**src/bpPkg.sv**
```systemverilog
package bpPkg;

    // A fetch line is 16 bytes, so it holds eight halfword slots
    localparam int fetchOffBits = 3;
    localparam int lineSlots = 1 << fetchOffBits;

    // Slot of a halfword within a fetch line
    typedef logic [fetchOffBits-1:0] FetchOff_t;

    // Halfword program counter made of byte address bits 31 to 1
    typedef logic [30:0] Pc_t;

    // BTB update from the backend
    typedef struct packed {
        logic valid;
        logic clean;
        logic multiple;
        FetchOff_t multipleOffs;
        FetchOff_t fetchStartOffs;
        logic [31:0] src;
        logic [31:0] dst;
        logic isJump;
        logic isCall;
        logic compressed;
    } BtUpdate_t;

    // Direction training for the bimodal table
    typedef struct packed {
        logic valid;
        Pc_t pc;
        logic taken;
    } DirUpdate_t;

    // BTB lookup result that is all zero when nothing was found
    typedef struct packed {
        logic found;
        Pc_t dst;
        FetchOff_t srcOffs;
        logic isJump;
        logic isCall;
        logic compr;
        logic multiple;
    } Prediction_t;

    typedef struct packed {
        Pc_t pc;
        logic taken;
        Prediction_t pred;
        Pc_t nextPc;
    } FetchPacket_t;

endpackage

```
**src/branchTargetBuffer.sv**
```systemverilog
`timescale 1ns/10ps

module branchTargetBuffer import bpPkg::*; #(
    parameter int numBtbEntries = 32,
    parameter int btbTagBits = 8
) (
    input  logic        clk,
    input  logic        rst,
    input  logic        pcValid,
    input  Pc_t         pc,
    input  BtUpdate_t   btUpdate,
    output Prediction_t prediction
);

    localparam int idxBits = $clog2(numBtbEntries);

    typedef logic [idxBits-1:0] BtbIdx_t;
    typedef logic [btbTagBits-1:0] BtbTag_t;

    // Payload of one entry whose valid bit lives in a separate vector
    typedef struct packed {
        logic isJump;
        logic isCall;
        logic compr;
        Pc_t dst;
        BtbTag_t tag;
        FetchOff_t offs;
    } BtbEntry_t;

    // Contents of the read register
    typedef struct packed {
        BtbEntry_t entry;
        logic multiple;
        Pc_t pc;
    } BtbRead_t;

    // Multiple-flag write waiting for a cycle without an update
    typedef struct packed {
        logic valid;
        BtbIdx_t idx;
    } PendMult_t;

    BtbEntry_t entries [numBtbEntries];
    logic multFlags [numBtbEntries];
    logic [numBtbEntries-1:0] entryValid;

    BtbRead_t fetched;
    logic readValid;
    PendMult_t pendMult;

    BtbIdx_t lookupIdx;
    BtbIdx_t updIdx;
    BtbIdx_t wrIdx;
    BtbEntry_t newEntry;
    logic doWrite;
    logic doClean;
    logic lookupHit;

    // The start slot sits in the low index bits, so each start offset has its own entry
    assign lookupIdx = pc[idxBits-1:0];

    always_ff @(posedge clk) begin
        if (pcValid) begin
            fetched.entry <= entries[lookupIdx];
            fetched.multiple <= multFlags[lookupIdx];
            fetched.pc <= pc;
        end
    end

    always_ff @(posedge clk) begin
        if (rst) begin
            readValid <= 1'b0;
        end else if (pcValid) begin
            readValid <= entryValid[lookupIdx];
        end
    end

    // Tag and offset check on the registered read data
    always_comb begin
        lookupHit = readValid
            && fetched.entry.tag == fetched.pc[idxBits +: btbTagBits]
            // A branch before the start slot was already passed by this fetch
            && fetched.entry.offs >= fetched.pc[fetchOffBits-1:0];

        prediction = '0;
        if (lookupHit) begin
            prediction.found = 1'b1;
            prediction.dst = fetched.entry.dst;
            prediction.srcOffs = fetched.entry.offs;
            prediction.isJump = fetched.entry.isJump;
            prediction.isCall = fetched.entry.isCall;
            prediction.compr = fetched.entry.compr;
            prediction.multiple = fetched.multiple;
        end
    end

    // Update decode
    always_comb begin
        updIdx = {btUpdate.src[idxBits:fetchOffBits+1], btUpdate.fetchStartOffs};

        // The later branch of a line goes into the slot after the earlier one
        wrIdx = updIdx;
        if (btUpdate.multiple) begin
            wrIdx[fetchOffBits-1:0] = btUpdate.multipleOffs;
        end

        doWrite = btUpdate.valid && !btUpdate.clean;
        doClean = btUpdate.valid && btUpdate.clean;

        newEntry.isJump = btUpdate.isJump;
        newEntry.isCall = btUpdate.isCall;
        newEntry.compr = btUpdate.compressed;
        newEntry.dst = btUpdate.dst[31:1];
        newEntry.tag = btUpdate.src[idxBits+1 +: btbTagBits];
        newEntry.offs = btUpdate.src[1 +: fetchOffBits];
    end

    // Entry and flag arrays with one write port each
    always_ff @(posedge clk) begin
        if (doWrite) begin
            entries[wrIdx] <= newEntry;
            multFlags[wrIdx] <= 1'b0;
        end else if (!btUpdate.valid && pendMult.valid) begin
            // The earlier branch now ends its fetch packet when not taken
            multFlags[pendMult.idx] <= 1'b1;
        end
    end

    always_ff @(posedge clk) begin
        if (rst) begin
            entryValid <= '0;
            pendMult <= '0;
        end else if (doClean) begin
            entryValid[updIdx] <= 1'b0;
        end else if (doWrite) begin
            entryValid[wrIdx] <= 1'b1;
            if (btUpdate.multiple) begin
                pendMult <= '{valid: 1'b1, idx: updIdx};
            end
        end else if (pendMult.valid) begin
            // Flag write lands this cycle
            pendMult.valid <= 1'b0;
        end
    end

endmodule

```
**src/bimodalPredictor.sv**
```systemverilog
`timescale 1ns/10ps

module bimodalPredictor import bpPkg::*; #(
    parameter int numCounters = 64
) (
    input  logic       clk,
    input  logic       rst,
    input  logic       pcValid,
    input  Pc_t        pc,
    input  DirUpdate_t dirUpdate,
    output logic       predTaken
);

    localparam int ctrIdxBits = $clog2(numCounters);

    typedef logic [1:0] Ctr_t;
    typedef logic [ctrIdxBits-1:0] CtrIdx_t;

    localparam Ctr_t weakNotTaken = 2'b01;
    localparam Ctr_t strongTaken = 2'b11;
    localparam Ctr_t strongNotTaken = 2'b00;

    Ctr_t counters [numCounters];
    Ctr_t readCtr;

    CtrIdx_t lookupIdx;
    CtrIdx_t trainIdx;
    Ctr_t trainCtr;

    assign lookupIdx = pc[ctrIdxBits-1:0];
    assign trainIdx = dirUpdate.pc[ctrIdxBits-1:0];
    assign trainCtr = counters[trainIdx];

    // Registered read that lines up with the BTB read register
    always_ff @(posedge clk) begin
        if (pcValid) begin
            readCtr <= counters[lookupIdx];
        end
    end

    // MSB of a two-bit counter is the taken prediction
    assign predTaken = readCtr[1];

    always_ff @(posedge clk) begin
        if (rst) begin
            for (int i = 0; i < numCounters; i++) begin
                counters[i] <= weakNotTaken;
            end
        end else if (dirUpdate.valid) begin
            if (dirUpdate.taken) begin
                if (trainCtr != strongTaken) begin
                    counters[trainIdx] <= trainCtr + Ctr_t'(1);
                end
            end else begin
                if (trainCtr != strongNotTaken) begin
                    counters[trainIdx] <= trainCtr - Ctr_t'(1);
                end
            end
        end
    end

endmodule

```
**src/fetchPcGen.sv**
```systemverilog
`timescale 1ns/10ps

module fetchPcGen import bpPkg::*; #(
    parameter Pc_t resetPc = '0
) (
    input  logic         clk,
    input  logic         rst,
    input  Prediction_t  prediction,
    input  logic         predTaken,
    input  logic         redirectValid,
    input  Pc_t          redirectPc,
    output logic         pcValid,
    output Pc_t          issuePc,
    output logic         fetchValid,
    output FetchPacket_t packet
);

    // PC issued last cycle, whose lookup results arrive now
    Pc_t lastPc;
    // Set once a PC has been issued after reset
    logic lastValid;

    Pc_t lineBase;
    Pc_t nextPc;
    logic taken;

    always_ff @(posedge clk) begin
        if (rst) begin
            lastValid <= 1'b0;
        end else begin
            lastValid <= 1'b1;
        end
    end

    always_ff @(posedge clk) begin
        lastPc <= issuePc;
    end

    assign lineBase = {lastPc[$bits(Pc_t)-1:fetchOffBits], {fetchOffBits{1'b0}}};

    // Direction and next fetch start
    always_comb begin
        taken = prediction.found && (prediction.isJump || predTaken);

        if (redirectValid) begin
            nextPc = redirectPc;
        end else if (taken) begin
            nextPc = prediction.dst;
        end else if (prediction.found && prediction.multiple) begin
            // Another branch follows in this line, so stop right after this one
            nextPc = lineBase + Pc_t'(prediction.srcOffs) + Pc_t'(1);
        end else begin
            nextPc = lineBase + Pc_t'(lineSlots);
        end
    end

    // The very first fetch after reset starts at resetPc
    assign issuePc = (lastValid || redirectValid) ? nextPc : resetPc;

    // Fetching begins right after reset and never stalls
    assign pcValid = !rst;

    // A redirect squashes the packet of this cycle
    assign fetchValid = lastValid && !redirectValid;

    always_comb begin
        packet.pc = lastPc;
        packet.taken = taken;
        packet.pred = prediction;
        packet.nextPc = nextPc;
    end

endmodule

```
**src/branchPredictor.sv**
```systemverilog
`timescale 1ns/10ps

module branchPredictor import bpPkg::*; #(
    parameter int numBtbEntries = 32,
    parameter int btbTagBits = 8,
    parameter int numCounters = 64,
    parameter Pc_t resetPc = 31'h0000_4000
) (
    input  logic         clk,
    input  logic         rst,
    input  logic         redirectValid,
    input  Pc_t          redirectPc,
    input  BtUpdate_t    btUpdate,
    input  DirUpdate_t   dirUpdate,
    output logic         fetchValid,
    output FetchPacket_t packet
);

    // Fetch start issued to both tables
    logic pcValid;
    Pc_t issuePc;

    // Lookup results, one cycle after the issue
    Prediction_t prediction;
    logic predTaken;

    fetchPcGen #(
        .resetPc(resetPc)
    ) fetchPcGen_inst (
        .clk(clk),
        .rst(rst),
        .prediction(prediction),
        .predTaken(predTaken),
        .redirectValid(redirectValid),
        .redirectPc(redirectPc),
        .pcValid(pcValid),
        .issuePc(issuePc),
        .fetchValid(fetchValid),
        .packet(packet)
    );

    branchTargetBuffer #(
        .numBtbEntries(numBtbEntries),
        .btbTagBits(btbTagBits)
    ) branchTargetBuffer_inst (
        .clk(clk),
        .rst(rst),
        .pcValid(pcValid),
        .pc(issuePc),
        .btUpdate(btUpdate),
        .prediction(prediction)
    );

    bimodalPredictor #(
        .numCounters(numCounters)
    ) bimodalPredictor_inst (
        .clk(clk),
        .rst(rst),
        .pcValid(pcValid),
        .pc(issuePc),
        .dirUpdate(dirUpdate),
        .predTaken(predTaken)
    );

endmodule

```
**config.mk**
```make
export PLATFORM = sky130hd
export DESIGN_NAME = branchPredictor
export DESIGN_NICKNAME = d
export VERILOG_FILES = /design/src/bpPkg.sv /design/src/branchTargetBuffer.sv /design/src/bimodalPredictor.sv /design/src/fetchPcGen.sv /design/src/branchPredictor.sv
export SDC_FILE = /design/constraint.sdc
export NUM_CORES = 2
export LEC_CHECK = 0
export BUFFER_PORTS_ARGS = -buffer_cell sky130_fd_sc_hd__buf_2
export CORE_MARGIN = 2
export CORE_UTILIZATION = 55
export CTS_BUF_LIST = sky130_fd_sc_hd__clkbuf_4
export DETAILED_ROUTE_END_ITERATION = 10
export GPL_TIMING_DRIVEN = 0
export PLACE_DENSITY_LB_ADDON = 0.1
export SYNTH_ARGS = -nofsm -noshare
export SYNTH_HDL_FRONTEND = slang
export SYNTH_HIERARCHICAL = 1
export SYNTH_SLANG_ARGS = --single-unit
```
**constraint.sdc**
```tcl
create_clock -name clk -period 5.5 [get_ports clk]
set_clock_uncertainty 0.1 [all_clocks]
set_input_delay 1.1 -clock clk [delete_from_list [all_inputs] [get_ports clk]]
set_output_delay 1.1 -clock clk [all_outputs]
set_load 0.03 [all_outputs]
```
**Yosys cells after proc, flatten, opt, wreduce, memory -nomap -nowiden**

Memories as Yosys holds them, arrays and structs flattened. A register that Yosys moved wholly into a read port is not among the register bits.
Cells that the tools add are included.
W data, S select, Z words.

- Magnitude comparators: 6
- Bitwise gates (word level): 5
- $add $sub $neg: 5
- Equal/unequal tests: 3
- Reduce and logical (&&, ||, !) cells: 24
- Multiplexer cells: 41

Operator list:

| cell | number |
|---|---|
| $mux W31 | 4 |
| $mux W32 | 2 |
| $mux W39 | 1 |
| $and A32 B32 Y32 | 1 |
| $not A32 Y32 | 1 |
| $or A32 B32 Y32 | 1 |
| $add A31 B1 Y31 const B | 1 |
| $add A31 B3 Y31 | 1 |
| $add A31 B4 Y31 const B | 1 |
| $mux W1 | 25 |
| $lt A5 B6 Y1 const B | 3 |
| $mux W6 | 2 |
| $demux W1 S5 | 2 |
| $ge A5 B1 Y1 const B | 2 |
| $logic_and A1 B1 Y1 | 10 |
| $eq A8 B8 Y1 | 1 |
| $logic_not A1 Y1 | 6 |
| $bmux W1 S5 | 1 |
| $mux W5 | 1 |
| $mux W2 | 2 |
| $ne A2 B2 Y1 const B | 2 |
| $reduce_bool A2 Y1 | 2 |
| $ge A3 B3 Y1 | 1 |
| $mux W3 | 1 |
| 9 further kinds | 10 |

- Word-level logic and storage cells: 94
- Memory bits (writable): 1600
- Register bits: 84
- Output and inout bits: 103
- Memories: 3

Memories:

| name | words | bits a word | rd ports | clocked after memory_dff | wr ports | RTL line | source |
|---|---|---|---|---|---|---|---|
| branchTargetBuffer_inst.entries | 32 | 45 | 1 | 1 | 1 | branchTargetBuffer.sv:43 | `BtbEntry_t entries [numBtbEntries];` |
| bimodalPredictor_inst.counters | 64 | 2 | 2 | 1 | 64 | bimodalPredictor.sv:23 | `Ctr_t counters [numCounters];` |
| branchTargetBuffer_inst.multFlags | 32 | 1 | 1 | 1 | 1 | branchTargetBuffer.sv:44 | `logic multFlags [numBtbEntries];` |

**Depth between registers and ports, before layout**

- Depth in word-level cells: 12
- Depth in mapped cells: 23
- Gate-level depth less buffers: 18

**By module**

The synthesis kept the hierarchy.

Modules (own cells, without submodules):

| module | cells each | instances | area each (µm²) | seq. area each (µm²) |
|---|---|---|---|---|
| branchTargetBuffer | 2537 | 1 | 60086.4 | 46694.8 |
| bimodalPredictor | 856 | 1 | 8463.1 | 3873.7 |
| fetchPcGen | 361 | 1 | 2695.1 | 640.6 |

**Worst setup path before layout**

No wires, ideal clock.

- Path kind: register -> register
- Start point: register branchTargetBuffer_inst/fetched[6] in the netlist's numbering
- End point: register bimodalPredictor_inst.readCtr[1] (read register of bimodalPredictor_inst.counters), data pin
- Setup time: 272 ps
- Arrival time: 5435 ps
- Setup slack: -307 ps
- Period minus slack after synthesis: 5807 ps
- Cell stages (with the launch flop): 18
- Path buffers: 4
- Cells stage by stage: edfxtp_1 xor2_1 nor4_1 nand4_1 nor3_1 clkbuf_1 and2_1 nand2_2 buf_4 nor4_1 a21oi_1 o21ai_0 and2_1 clkbuf_1 buf_1 mux4_2 mux4_2 mux4_2

RTL lines:

| what | RTL line | source |
|---|---|---|
| from (decl) | branchTargetBuffer.sv:47 | `BtbRead_t fetched;` |
| to (decl) | bimodalPredictor.sv:24 | `Ctr_t readCtr;` |

==> flow_summary.ini <==
[clock_network]
cts_max_path_buffers = 4
clkTransAtPathRegs_ps = 60
cts_max_level = 5
clock_latency_ps = 1390
cts_root_buf = clkbuf_4
cts_buffers = 443
cts.sinks = 1729
cts_tree = built

[route]
wirelength_um = 204500
first_pass_iters = 6
wl_per_cell_um = 31.11
drtIter0Drc = 5595
dr_total_vias = 41700
viasPerCell = 6.344
drtAntennaViolNets = 0
drc = 0

[setup_path]
cp.required_ps = 4300
cp_data_arrival_time_ps = 4480
startpoint = branchTargetBuffer_inst/fetched[32]$_DFFE_PP_
r2r-start = branchTargetBuffer_inst/fetched[32]$_DFFE_PP_
cp_max_fo = 10
crit_path_end_kind = primary output
startpoint_type = flip-flop
critPathKind = reg -> out

[synth]
yosys_register_bits = 1729
synth_cell_types = 84
syn_area_um2 = 71240
ys.flop_type = edfxtp_1
async_reset_ff_share_pct = 0
yosysSeqAreaShare_pct = 71.88
avgSynthCellArea_um2 = 18.98
syn_nets = 3902
synth_edf_count = 1658
syn_inst = 3754
ys_warn_count = 6

[global_routing]
grtUsageMet3_pct = 8.075
gr-total-overflow = 0
busiest_layer = met2
grt_use_total_pct = 31.31
antenna_found_initial = 16
grt_max_degree = 40
met2_usage_pct = 48.87
grt_pass1_wl_um = 291200
first_global_vias = 41960
grt_util_met1_pct = 43.33

[timing]
period_minus_slack_ps = 5678
rsz0062_at_grt = true
hold_ws_ps = 127.0
setup_slack_ps = -178.2
fmax_ghz = 0.1761
tightest_slew_ps = 1143
setup_violations = 27
hold_viol = 0
slew_headroom_pct = 23.79
fin_crit_sh_pct = 103.2
setup_tns_ps = -1697
drv_slew = 0

[placement]
place_congestion = 0.9830
placed_area_um2 = 76070
portBuffers = 196
placed_cells = 5761
place_hpwl_um = 135200

[die]
rows = 132
core_area_um2 = 129000
die_w_um = 363.9
fp.dieH_um = 363.9
dieArea_um2 = 132400
pin_count = 246
initial_utilization_pct = 55.23

[layout]
drive_gt1_share_pct = 38.07
multi_input_area_um2 = 19190
fill_cells = 9011
layout_common_cells = edfxtp_1 (1658), clkbuf_4 (644), mux4_2 (489)
final_cells = 6572
fin_util_pct = 64.56
seq_area_um2 = 51210
syn2layout_area_growth_pct = 16.88
final_common_cell = edfxtp_1
final_area_um2 = 83270
finalNetCount = 4686

[power_and_ir_drop]
ir_drop_uv = 251.8
leakage_nw = 26.88
power_density_nw_per_um2 = 326.9

[worst_hold_path]
min_from = dirUpdate[32]
hold_path_class = in -> reg

[job]
maxCapViolCount = 0

[run_status]
failed_checks = negative setup slack
outcome = finished, violations left
==> cell usage after synthesis (all sizes together) (11+ instances only) <==
library cell	n	share of area (%)
a211oi	19	0.21
a21oi	111	0.79
a221o	65	0.91
a22oi	25	0.26
a31oi	11	0.097
and2	51	0.45
and3	17	0.15
buf	155	1.4
clkbuf	139	0.73
dfxtp	71	2.0
edfxtp	1658	70
inv	26	0.14
mux2	51	0.81
mux2i	44	0.62
mux4	489	15
nand2	154	0.81
nand2b	23	0.21
nand3	118	0.83
nand3b	13	0.14
nor2	238	1.3
nor2b	14	0.12
nor3	25	0.18
o21a	28	0.30
o21ai	49	0.36
o22ai	12	0.11
xnor2	13	0.16
xor2	12	0.15
==> sequential cells by signal (all words and copies together) (netlist names) <==
signal and flops:
branchTargetBuffer_inst/entryValid 32, fetchPcGen_inst/lastValid 1, branchTargetBuffer_inst/entries 1440, branchTargetBuffer_inst/multFlags 32
branchTargetBuffer_inst/pendMult 6, branchTargetBuffer_inst/readValid 1, fetchPcGen_inst/lastPc 31, bimodalPredictor_inst/readCtr 1
branchTargetBuffer_inst/fetched 57, bimodalPredictor_inst/counters 128
==> kinds of logic after synthesis <==
group	share of synthesized area, %
AOI/OAI and AO/OA	3.851
xor gates and xnor gates	0.3073
adders and majority gates	0.08781
buffers and inverters	2.283
DFF	71.88
muxes	16.88
and+or+nand+nor	4.710
==> critical path: stages (launching register included) <==
cell	delay, ps
edfxtp_1	470
inv_2	120
ha_4	190
nand2b_4	130
a21o_1	200
a21oi_4	180
nor3_2	80
clkbuf_8	150
and2_2	250
o21ai_4	180
buf_12	130
inv_4	80
a21oi_4	140
or3b_1	350
mux2_2	280
nand2_1	100
buf_6	140
==> metrics by stage <==
step,power [mW],setup slack [ps]
2_1_floorplan,16.13,195.8
3_3_place_gp,16.96,-2831
3_5_place_dp,17.01,-2486
4_1_cts,27.27,-280.0
5_1_grt,28.14,-344.1
6_report,27.22,-178.2
==> final timing paths <==
kind | endpoint | cells past startpoint | slack, ps
min reg2reg | branchTargetBuffer_inst/pendMult[5]$_SDFFE_PP0P_ | 2 | 360
max | packet[30] | 16 | -180
max reg2reg | branchTargetBuffer_inst/fetched[59]$_DFFE_PP_ | 20 | -40
min | bimodalPredictor_inst/counters[36][0]$_SDFFCE_PN1P_ | 2 | 130
==> report_power, final <==
| part | total (mW) | switching, mW | internal [mW] |
|---|---|---|---|
| Sequential | 14.7 | 0.111 | 14.6 |
| Combinational | 2.18 | 1.34 | 0.837 |
| Clock | 10.3 | 5.08 | 5.25 |
| Total | 27.2 | 6.53 | 20.7 |
==> what timing repair did <==
item,in CTS,in global routing
endpoints found under the setup margin,108,81
hold buffers,29,0
buffers inserted,33,10
resized for setup,308,152
endpoints found under the hold margin,102,0
gates cloned,1,1
pin swaps,30,16
==> cell type report <==
| cell class | count | share of cell area [%] |
|---|---|---|
| diodes | 7 | 0.02104 |
| plain buffers | 294 | 2.628 |
| clock buffers | 630 | 5.680 |
| clock inverters | 100 | 0.4958 |
| inverters | 27 | 0.1277 |
| multi-input cells | 1704 | 23.04 |
| flip-flops and latches | 1729 | 61.50 |
| well taps | 1742 | 2.617 |
| repair buffers | 339 | 3.890 |
==> layer usage <==
layer  vias up  share of wire [%]
met4         8                3.1
met2      2545                 47
met5         -              0.028
li1      17180                  -
met1     21530                 39
met3       435                 11
Note: power is estimated with default switching activity, not from simulation.
